--- src/hw/a2_card_pkg.sv ---
package a2_card_pkg;

    // Apple II bus widths
    localparam int A2_DATA_W = 8;
    localparam int A2_ADDR_W = 16;

    // Speaker soft switch, any access toggles the cone
    localparam logic [A2_ADDR_W-1:0] SPEAKER_ADDR = 16'hC030;

    // Audio and video sample widths
    localparam int AUDIO_W    = 16;
    localparam int MB_AUDIO_W = 10;
    localparam int COLOR_W    = 8;

    // Bus timing seen from the logic clock domain
    typedef struct packed {
        logic phi0;
        logic phi1;
        logic phi1_posedge;
        logic phi1_negedge;
        logic clk_2m_posedge;
        logic clk_7m;
        logic clk_7m_posedge;
        logic clk_7m_negedge;
        logic clk_14m_posedge;
    } a2_clk_t;

    // One slot card's answer to a bus cycle
    typedef struct packed {
        logic                 rd_en;
        logic                 irq_n;
        logic [A2_DATA_W-1:0] data;
    } card_resp_t;

    // Stereo sample
    typedef struct packed {
        logic [AUDIO_W-1:0] left;
        logic [AUDIO_W-1:0] right;
    } audio_frame_t;

    typedef struct packed {
        logic [COLOR_W-1:0] r;
        logic [COLOR_W-1:0] g;
        logic [COLOR_W-1:0] b;
    } rgb_t;

endpackage

--- src/hw/a2_clock_sync.sv ---
`timescale 1ns/1ps

module a2_clock_sync import a2_card_pkg::*; (
    input  logic    clk_logic_w,
    input  logic    rst_n_i,
    input  logic    a2_phi1_i,
    input  logic    a2_7m_i,
    output a2_clk_t a2_clk_o
);

    // Bit 0 carries phi1, bit 1 carries 7M
    logic [1:0] meta_q;
    logic [1:0] sync_q;
    logic [1:0] prev_q;
    logic [1:0] rise_w;
    logic [1:0] fall_w;

    // Two-flop synchronizer plus one history stage for edge detection
    always_ff @(posedge clk_logic_w or negedge rst_n_i) begin
        if (!rst_n_i) begin
            meta_q <= '0;
            sync_q <= '0;
            prev_q <= '0;
        end else begin
            meta_q <= {a2_7m_i, a2_phi1_i};
            sync_q <= meta_q;
            prev_q <= sync_q;
        end
    end

    assign rise_w = sync_q & ~prev_q;
    assign fall_w = ~sync_q & prev_q;

    always_comb begin
        a2_clk_o.phi1            = sync_q[0];
        // Phi0 is the complement of phi1 on the bus
        a2_clk_o.phi0            = ~sync_q[0];
        a2_clk_o.phi1_posedge    = rise_w[0];
        a2_clk_o.phi1_negedge    = fall_w[0];
        a2_clk_o.clk_2m_posedge  = rise_w[0] | fall_w[0];
        a2_clk_o.clk_7m          = sync_q[1];
        a2_clk_o.clk_7m_posedge  = rise_w[1];
        a2_clk_o.clk_7m_negedge  = fall_w[1];
        // Both 7M edges give the 14M tick
        a2_clk_o.clk_14m_posedge = rise_w[1] | fall_w[1];
    end

    // Phi1 strobes are mutually exclusive
    a_phi1_edges_exclusive : assert property (
        @(posedge clk_logic_w) disable iff (!rst_n_i)
        !(a2_clk_o.phi1_posedge && a2_clk_o.phi1_negedge)
    );

endmodule

--- src/hw/slot_response_arbiter.sv ---
`timescale 1ns/1ps

module slot_response_arbiter import a2_card_pkg::*; #(
    parameter int NUM_CARDS           = 4,
    parameter bit BUS_DATA_OUT_ENABLE = 1'b1,
    parameter bit IRQ_OUT_ENABLE      = 1'b1
) (
    input  logic                           clk_logic_w,
    input  logic                           rst_n_i,
    input  card_resp_t [NUM_CARDS-1:0]     cards_i,
    input  logic       [A2_DATA_W-1:0]     bus_data_i,
    output logic                           data_out_en_o,
    output logic       [A2_DATA_W-1:0]     data_out_o,
    output logic                           irq_n_o
);

    logic [A2_DATA_W-1:0] sel_data_w;
    logic                 any_rd_w;
    logic                 irq_all_n_w;

    // Walk from lowest priority up so card 0 wins last
    always_comb begin
        sel_data_w  = bus_data_i;
        any_rd_w    = 1'b0;
        irq_all_n_w = 1'b1;
        for (int i = NUM_CARDS - 1; i >= 0; i--) begin
            if (cards_i[i].rd_en) begin
                sel_data_w = cards_i[i].data;
                any_rd_w   = 1'b1;
            end
            // Open-drain lines, any card pulls low
            irq_all_n_w = irq_all_n_w & cards_i[i].irq_n;
        end
    end

    always_ff @(posedge clk_logic_w or negedge rst_n_i) begin
        if (!rst_n_i) begin
            data_out_en_o <= 1'b0;
            data_out_o    <= '0;
            irq_n_o       <= 1'b1;
        end else begin
            data_out_en_o <= any_rd_w & BUS_DATA_OUT_ENABLE;
            data_out_o    <= sel_data_w;
            irq_n_o       <= irq_all_n_w | ~IRQ_OUT_ENABLE;
        end
    end

    // Interrupt line never driven when disabled
    a_irq_disabled_high : assert property (
        @(posedge clk_logic_w) disable iff (!rst_n_i)
        !IRQ_OUT_ENABLE |-> irq_n_o
    );

endmodule

--- src/hw/apple_speaker.sv ---
`timescale 1ns/1ps

module apple_speaker import a2_card_pkg::*; (
    input  logic                 clk_logic_w,
    input  logic                 rst_n_i,
    input  a2_clk_t              a2_clk_i,
    input  logic [A2_ADDR_W-1:0] a2_addr_i,
    input  logic                 enable_i,
    output logic                 speaker_o
);

    logic speaker_hit_w;
    logic speaker_q;

    // Address is valid at the start of phi1
    assign speaker_hit_w = a2_clk_i.phi1_posedge && (a2_addr_i == SPEAKER_ADDR);

    // Each access to the soft switch flips the cone position
    always_ff @(posedge clk_logic_w or negedge rst_n_i) begin
        if (!rst_n_i) begin
            speaker_q <= 1'b0;
        end else if (speaker_hit_w) begin
            speaker_q <= ~speaker_q;
        end
    end

    assign speaker_o = speaker_q & enable_i;

endmodule

--- src/hw/audio_mixer.sv ---
`timescale 1ns/1ps

module audio_mixer import a2_card_pkg::*; (
    input  logic                  clk_logic_w,
    input  logic                  rst_n_i,
    input  logic [AUDIO_W-1:0]    sprite_audio_i,
    input  logic [MB_AUDIO_W-1:0] mb_audio_l_i,
    input  logic [MB_AUDIO_W-1:0] mb_audio_r_i,
    input  logic                  speaker_i,
    output audio_frame_t          audio_o
);

    logic [AUDIO_W-1:0] mb_l_scaled_w;
    logic [AUDIO_W-1:0] mb_r_scaled_w;
    logic [AUDIO_W-1:0] speaker_scaled_w;
    logic [AUDIO_W-1:0] mix_l_w;
    logic [AUDIO_W-1:0] mix_r_w;

    // Mockingboard sits five bits up, speaker is a fixed step at bit 13
    assign mb_l_scaled_w    = AUDIO_W'(mb_audio_l_i) << 5;
    assign mb_r_scaled_w    = AUDIO_W'(mb_audio_r_i) << 5;
    assign speaker_scaled_w = AUDIO_W'(speaker_i) << 13;

    // Sums wrap at 16 bits
    assign mix_l_w = sprite_audio_i + mb_l_scaled_w + speaker_scaled_w;
    assign mix_r_w = sprite_audio_i + mb_r_scaled_w + speaker_scaled_w;

    always_ff @(posedge clk_logic_w or negedge rst_n_i) begin
        if (!rst_n_i) begin
            audio_o <= '0;
        end else begin
            audio_o.left  <= mix_l_w;
            audio_o.right <= mix_r_w;
        end
    end

endmodule

--- src/hw/scanline_dimmer.sv ---
`timescale 1ns/1ps

module scanline_dimmer import a2_card_pkg::*; (
    input  logic       clk_logic_w,
    input  logic       rst_n_i,
    input  rgb_t       rgb_i,
    input  logic [9:0] screen_y_i,
    input  logic       scanlines_en_i,
    output rgb_t       rgb_o
);

    logic dim_w;
    rgb_t rgb_dim_w;

    // Odd lines are dimmed
    assign dim_w = scanlines_en_i & screen_y_i[0];

    // Half brightness per channel
    assign rgb_dim_w.r = rgb_i.r >> 1;
    assign rgb_dim_w.g = rgb_i.g >> 1;
    assign rgb_dim_w.b = rgb_i.b >> 1;

    always_ff @(posedge clk_logic_w or negedge rst_n_i) begin
        if (!rst_n_i) begin
            rgb_o <= '0;
        end else if (dim_w) begin
            rgb_o <= rgb_dim_w;
        end else begin
            rgb_o <= rgb_i;
        end
    end

endmodule

--- src/hw/a2_card_glue_top.sv ---
`timescale 1ns/1ps

module a2_card_glue_top import a2_card_pkg::*; #(
    parameter int NUM_CARDS           = 4,
    parameter bit BUS_DATA_OUT_ENABLE = 1'b1,
    parameter bit IRQ_OUT_ENABLE      = 1'b1
) (
    input  logic                        clk_logic_w,
    input  logic                        rst_n_i,

    // Apple II bus
    input  logic                        a2_phi1_i,
    input  logic                        a2_7m_i,
    input  logic       [A2_ADDR_W-1:0]  a2_addr_i,
    input  logic       [A2_DATA_W-1:0]  a2_data_i,

    // Slot card answers
    input  card_resp_t [NUM_CARDS-1:0]  cards_i,

    // Audio sources
    input  logic                        speaker_en_i,
    input  logic       [AUDIO_W-1:0]    sprite_audio_i,
    input  logic       [MB_AUDIO_W-1:0] mb_audio_l_i,
    input  logic       [MB_AUDIO_W-1:0] mb_audio_r_i,

    // Video
    input  rgb_t                        rgb_i,
    input  logic       [9:0]            screen_y_i,
    input  logic                        scanlines_en_i,

    output a2_clk_t                     a2_clk_o,
    output logic                        data_out_en_o,
    output logic       [A2_DATA_W-1:0]  data_out_o,
    output logic                        irq_n_o,
    output audio_frame_t                audio_o,
    output rgb_t                        rgb_o
);

    a2_clk_t a2_clk_w;
    logic    speaker_w;

    assign a2_clk_o = a2_clk_w;

    // Bus clocks into the logic domain
    a2_clock_sync i_a2_clock_sync (
        .clk_logic_w (clk_logic_w),
        .rst_n_i     (rst_n_i),
        .a2_phi1_i   (a2_phi1_i),
        .a2_7m_i     (a2_7m_i),
        .a2_clk_o    (a2_clk_w)
    );

    slot_response_arbiter #(
        .NUM_CARDS           (NUM_CARDS),
        .BUS_DATA_OUT_ENABLE (BUS_DATA_OUT_ENABLE),
        .IRQ_OUT_ENABLE      (IRQ_OUT_ENABLE)
    ) i_slot_response_arbiter (
        .clk_logic_w   (clk_logic_w),
        .rst_n_i       (rst_n_i),
        .cards_i       (cards_i),
        .bus_data_i    (a2_data_i),
        .data_out_en_o (data_out_en_o),
        .data_out_o    (data_out_o),
        .irq_n_o       (irq_n_o)
    );

    apple_speaker i_apple_speaker (
        .clk_logic_w (clk_logic_w),
        .rst_n_i     (rst_n_i),
        .a2_clk_i    (a2_clk_w),
        .a2_addr_i   (a2_addr_i),
        .enable_i    (speaker_en_i),
        .speaker_o   (speaker_w)
    );

    // Speaker joins the sprite and Mockingboard mix
    audio_mixer i_audio_mixer (
        .clk_logic_w    (clk_logic_w),
        .rst_n_i        (rst_n_i),
        .sprite_audio_i (sprite_audio_i),
        .mb_audio_l_i   (mb_audio_l_i),
        .mb_audio_r_i   (mb_audio_r_i),
        .speaker_i      (speaker_w),
        .audio_o        (audio_o)
    );

    scanline_dimmer i_scanline_dimmer (
        .clk_logic_w    (clk_logic_w),
        .rst_n_i        (rst_n_i),
        .rgb_i          (rgb_i),
        .screen_y_i     (screen_y_i),
        .scanlines_en_i (scanlines_en_i),
        .rgb_o          (rgb_o)
    );

endmodule

--- config.mk ---
export PLATFORM = sky130hd
export DESIGN_NAME = a2_card_glue_top
export DESIGN_NICKNAME = d
export VERILOG_FILES = /design/src/hw/a2_card_pkg.sv /design/src/hw/a2_clock_sync.sv /design/src/hw/slot_response_arbiter.sv /design/src/hw/apple_speaker.sv /design/src/hw/audio_mixer.sv /design/src/hw/scanline_dimmer.sv /design/src/hw/a2_card_glue_top.sv
export SDC_FILE = /design/constraint.sdc
export NUM_CORES = 1
export LEC_CHECK = 0
export BUFFER_PORTS_ARGS = -buffer_cell sky130_fd_sc_hd__buf_2
export CAP_MARGIN = 20
export CELL_PAD_IN_SITES_DETAIL_PLACEMENT = 0
export CELL_PAD_IN_SITES_GLOBAL_PLACEMENT = 1
export CORE_ASPECT_RATIO = 1.25
export CORE_MARGIN = 2
export CORE_UTILIZATION = 29
export CTS_CLUSTER_SIZE = 10
export DETAILED_ROUTE_END_ITERATION = 8
export GPL_ROUTABILITY_DRIVEN = 1
export PLACE_DENSITY_LB_ADDON = 0.1
export SLEW_MARGIN = 20
export SYNTH_ARGS = -nofsm -noshare
export SYNTH_HDL_FRONTEND = slang
export SYNTH_SLANG_ARGS = --single-unit
--- constraint.sdc ---
create_clock -name clk_logic_w -period 2 [get_ports clk_logic_w]
set_input_delay 0.3 -clock clk_logic_w [delete_from_list [all_inputs] [get_ports clk_logic_w]]
set_output_delay 0.3 -clock clk_logic_w [all_outputs]
set_load 0.02 [all_outputs]
==> flow_summary.toml <==
[cells_and_area]
syn_to_final_growth_pct = 50.6
nets = 701
multiInputGateArea_um2 = 1780
diodes = 0
drive_above_1_share_pct = 54.8
fill_cells = 1163
final_core_util_pct = 45.1
seqCellArea_um2 = 1700

[placement]
post-place-ws_ps = -283
hpwl_mm = 7.24
port_buffers = 205
place.gp.congestion = 0.755

[critical_path]
reg2reg_depth = 9
startpoint_type = "register"
critPathCaptureType = "register"
r2r_start = "i_apple_speaker.speaker_q$_DFFE_PN0P_"
critPathMaxFanout = 3
critPathTopFamily = "adder cells"
slowest_stage = "fa_1"
timing.critical_path.mode_cell = "inv_2"
worstSetupPathDepth = 9
cp_slowest_stage_delay_ps = 490
arrival_ps = 2270
crit_buf_inv = 2
crit_type = "register to register"
r2r_slack_ps = -10
path_cells = "and2_4, inv_2, fa_1, inv_2, ha_4, a21o_1, a41o_1, a21oi_2, xnor2_1"
crit_end = "i_audio_mixer.audio_o[15]$_DFF_PN0_"
crit_required_ps = 2260
reg2reg_to = "i_audio_mixer.audio_o[15]$_DFF_PN0_"
cp-startpoint = "i_apple_speaker.speaker_q$_DFFE_PN0P_"

[pwr]
switchingPower_uw = 1300
worst_ir_drop_vdd_mv = 0.291
powerDensity_nw_per_um2 = 841
combinationalPowerShare_pct = 26.3
p_leak_uw = 0.00279
swShare_pct = 29.2
p_int_uw = 3150
clkPwrFrac_pct = 38.1
seqPwrFrac_pct = 35.6
p_total_uw = 4450

[outcome]
violations = "negative setup slack"
outcome = "finished, violations left"

[routing]
vias_per_cell = 4.30
ant_nets = 0
drt-total-wl_mm = 8.93
vias = 2938
first_pass_iters = 2
first_iter_violations = 57
drc_errors = 0
wl_per_cell_um = 13.1

[synth]
synth_edf_count = 0
yosysSeqAreaShare_pct = 48.4
yosysMostFrequentCell = "dfrtp_1"
synth_nets = 474
ys_types = 37
syn-instance-count = 290
synth_ff_type = "dfrtp_1"
synth-seq-cells = 68
synth_top_area_cell = "dfrtp_1"
synth.avg_cell_area_um2 = 12.1
yosysWarnings = 0
synthesis.area_um2 = 3520
synth-async-reset-ratio_pct = 100
ys_top_cells_by_count = "dfrtp_1 (67), ha_1 (40), mux2_2 (21), nand2_1 (21), inv_1 (17)"
yosysTopAreaCellShare_pct = 47.7
synth_top_cells_by_area = "dfrtp_1 (48%), ha_1 (14%), mux2_2 (6.7%)"

[floorplan]
chipHeight_um = 127
die_area_um2 = 13000
start_util_pct = 30.0
io_pins = 215
rows = 44
coreArea_um2 = 11700
die_w_um = 102

[timing]
finalMaxSlewViolations = 0
worst_pin_slew_ps = 482
fmax_mhz = 497
max-slew-margin-rel_pct = 67.9
setup_viol = 1
setup_tns_ps = -11.2
period_minus_slack_ps = 2010
fin_worst_skew_ps = 6.40
setup_slack_ps = -11.2
rsz0062_at_grt = "yes"
fin_crit_sh_pct = 101
final_hold_viol_count = 0

[global_route]
antenna_found_initial = 0
grt_pass1_wl_mm = 14.3
grtUsageTotal_pct = 14.3
grt_pass1_vias = 3142
grt_max_degree = 36
overflow = 0

[run]
cap_violations = 0

[clock_network]
clockBufferDepth = 2
numCtsBuffers = 9
cts_root_buf = "clkbuf_16"
insertion_delay_ps = 330
cts_tree = "built"
cts_sinks = 68
cts.htree.levels = 3
clkTransAtPathRegs_ps = 60

[min_path]
hold_class = "primary input to register"
-- metal layers --
metal	up-vias	share of wire, %	wire length (µm)	track usage [%]
met1	1339	36	3190	14.4
li1	1457	-	-	-
met5	-	0	0	0
met3	12	10	913	4.54
met2	130	52	4670	26.3
met4	0	1.8	164	6.51
-- how the worst min path moves through the flow --
| stage | start | end | slack, ps | cells past startpoint |
|---|---|---|---|---|
| 2_1_floorplan | rst_n_i | i_a2_clock_sync.meta_q[0]$_DFF_PN0_ | 4 | 0 |
| 3_3_place_gp | rst_n_i | i_audio_mixer.audio_o[5]$_DFF_PN0_ | 300 | 1 |
| 3_5_place_dp | rst_n_i | i_audio_mixer.audio_o[21]$_DFF_PN0_ | 300 | 1 |
| 4_1_cts | sprite_audio_i[1] | i_audio_mixer.audio_o[1]$_DFF_PN0_ | 60 | 1 |
| 5_1_grt | sprite_audio_i[1] | i_audio_mixer.audio_o[1]$_DFF_PN0_ | 60 | 1 |
| 6_report | sprite_audio_i[1] | i_audio_mixer.audio_o[1]$_DFF_PN0_ | 70 | 1 |
-- flip-flops by register name (all words and copies together), names as in the netlist --
signal,cells
i_a2_clock_sync.prev_q,2
i_slot_response_arbiter.data_out_o,8
i_slot_response_arbiter.data_out_en_o,1
i_a2_clock_sync.sync_q,2
i_apple_speaker.speaker_q,1
i_a2_clock_sync.meta_q,2
i_audio_mixer.audio_o,27
i_slot_response_arbiter.irq_n_o,1
i_scanline_dimmer.rgb_o,24
-- logic make-up (layout without fill, tap and decap cells) --
kind of cell	count (synthesis)	count (layout)	share of synthesized area, %
AOI/OAI and AO/OA	41	41	7.72
xor gates and xnor gates	19	19	4.73
adders and majority gates	44	44	16.5
buffers and inverters	29	261	3.67
DFF	68	68	48.4
muxes	37	37	11.3
and+or+nand+nor	52	52	7.65
-- cells in the final DEF (no fill, tap or decap), drive strengths merged, types with 3 or more instances in the layout --
cell type / n
mux2i: 16
xor2: 5
fa: 4
dfrtp: 67
a21o: 6
nor3: 3
a21oi: 8
ha: 40
o21ai: 18
and3: 4
nand3: 5
inv: 17
buf: 227
nor2: 6
nand2: 21
mux2: 21
and2: 5
clkbuf: 10
xnor2: 14
-- power groups by stage --
stage | clock network, µW | logic (µW) | registers (µW)
after detailed placement | 0 | 1150 | 1610
after global routing | 1800 | 1300 | 1610
after CTS | 1750 | 1180 | 1590
after floorplan | 0 | 423 | 1840
final | 1700 | 1170 | 1590
after global placement | 0 | 1150 | 1610
-- cell type report --
type,instances,area share [%]
Timing Repair Buffer,228,23.2
Multi-Input combinational cell,193,33.6
Sequential cell,68,32.2
Clock buffer,10,4.33
Tap cell,161,3.81
Clock inverter,6,1.68
Inverter,17,1.21
-- per-stage QoR --
step                      hold WS, ps  std cells  area [µm²]
after floorplan                  4.41        290        3530
after global placement            296        666        4880
final                            71.7        683        5290
after detailed placement          302        666        4880
after CTS                        57.4        683        5240
after global routing             59.2        683        5290
-- repair_timing --
item                                    CTS  global route
resized for setup                         9            12
hold endpoints to repair                 33             0
hold buffers                              1             0
endpoints found under the setup margin    3             4
pin swaps                                 7            14
buffers inserted                          0             0
(Power assumes the default switching activity.)
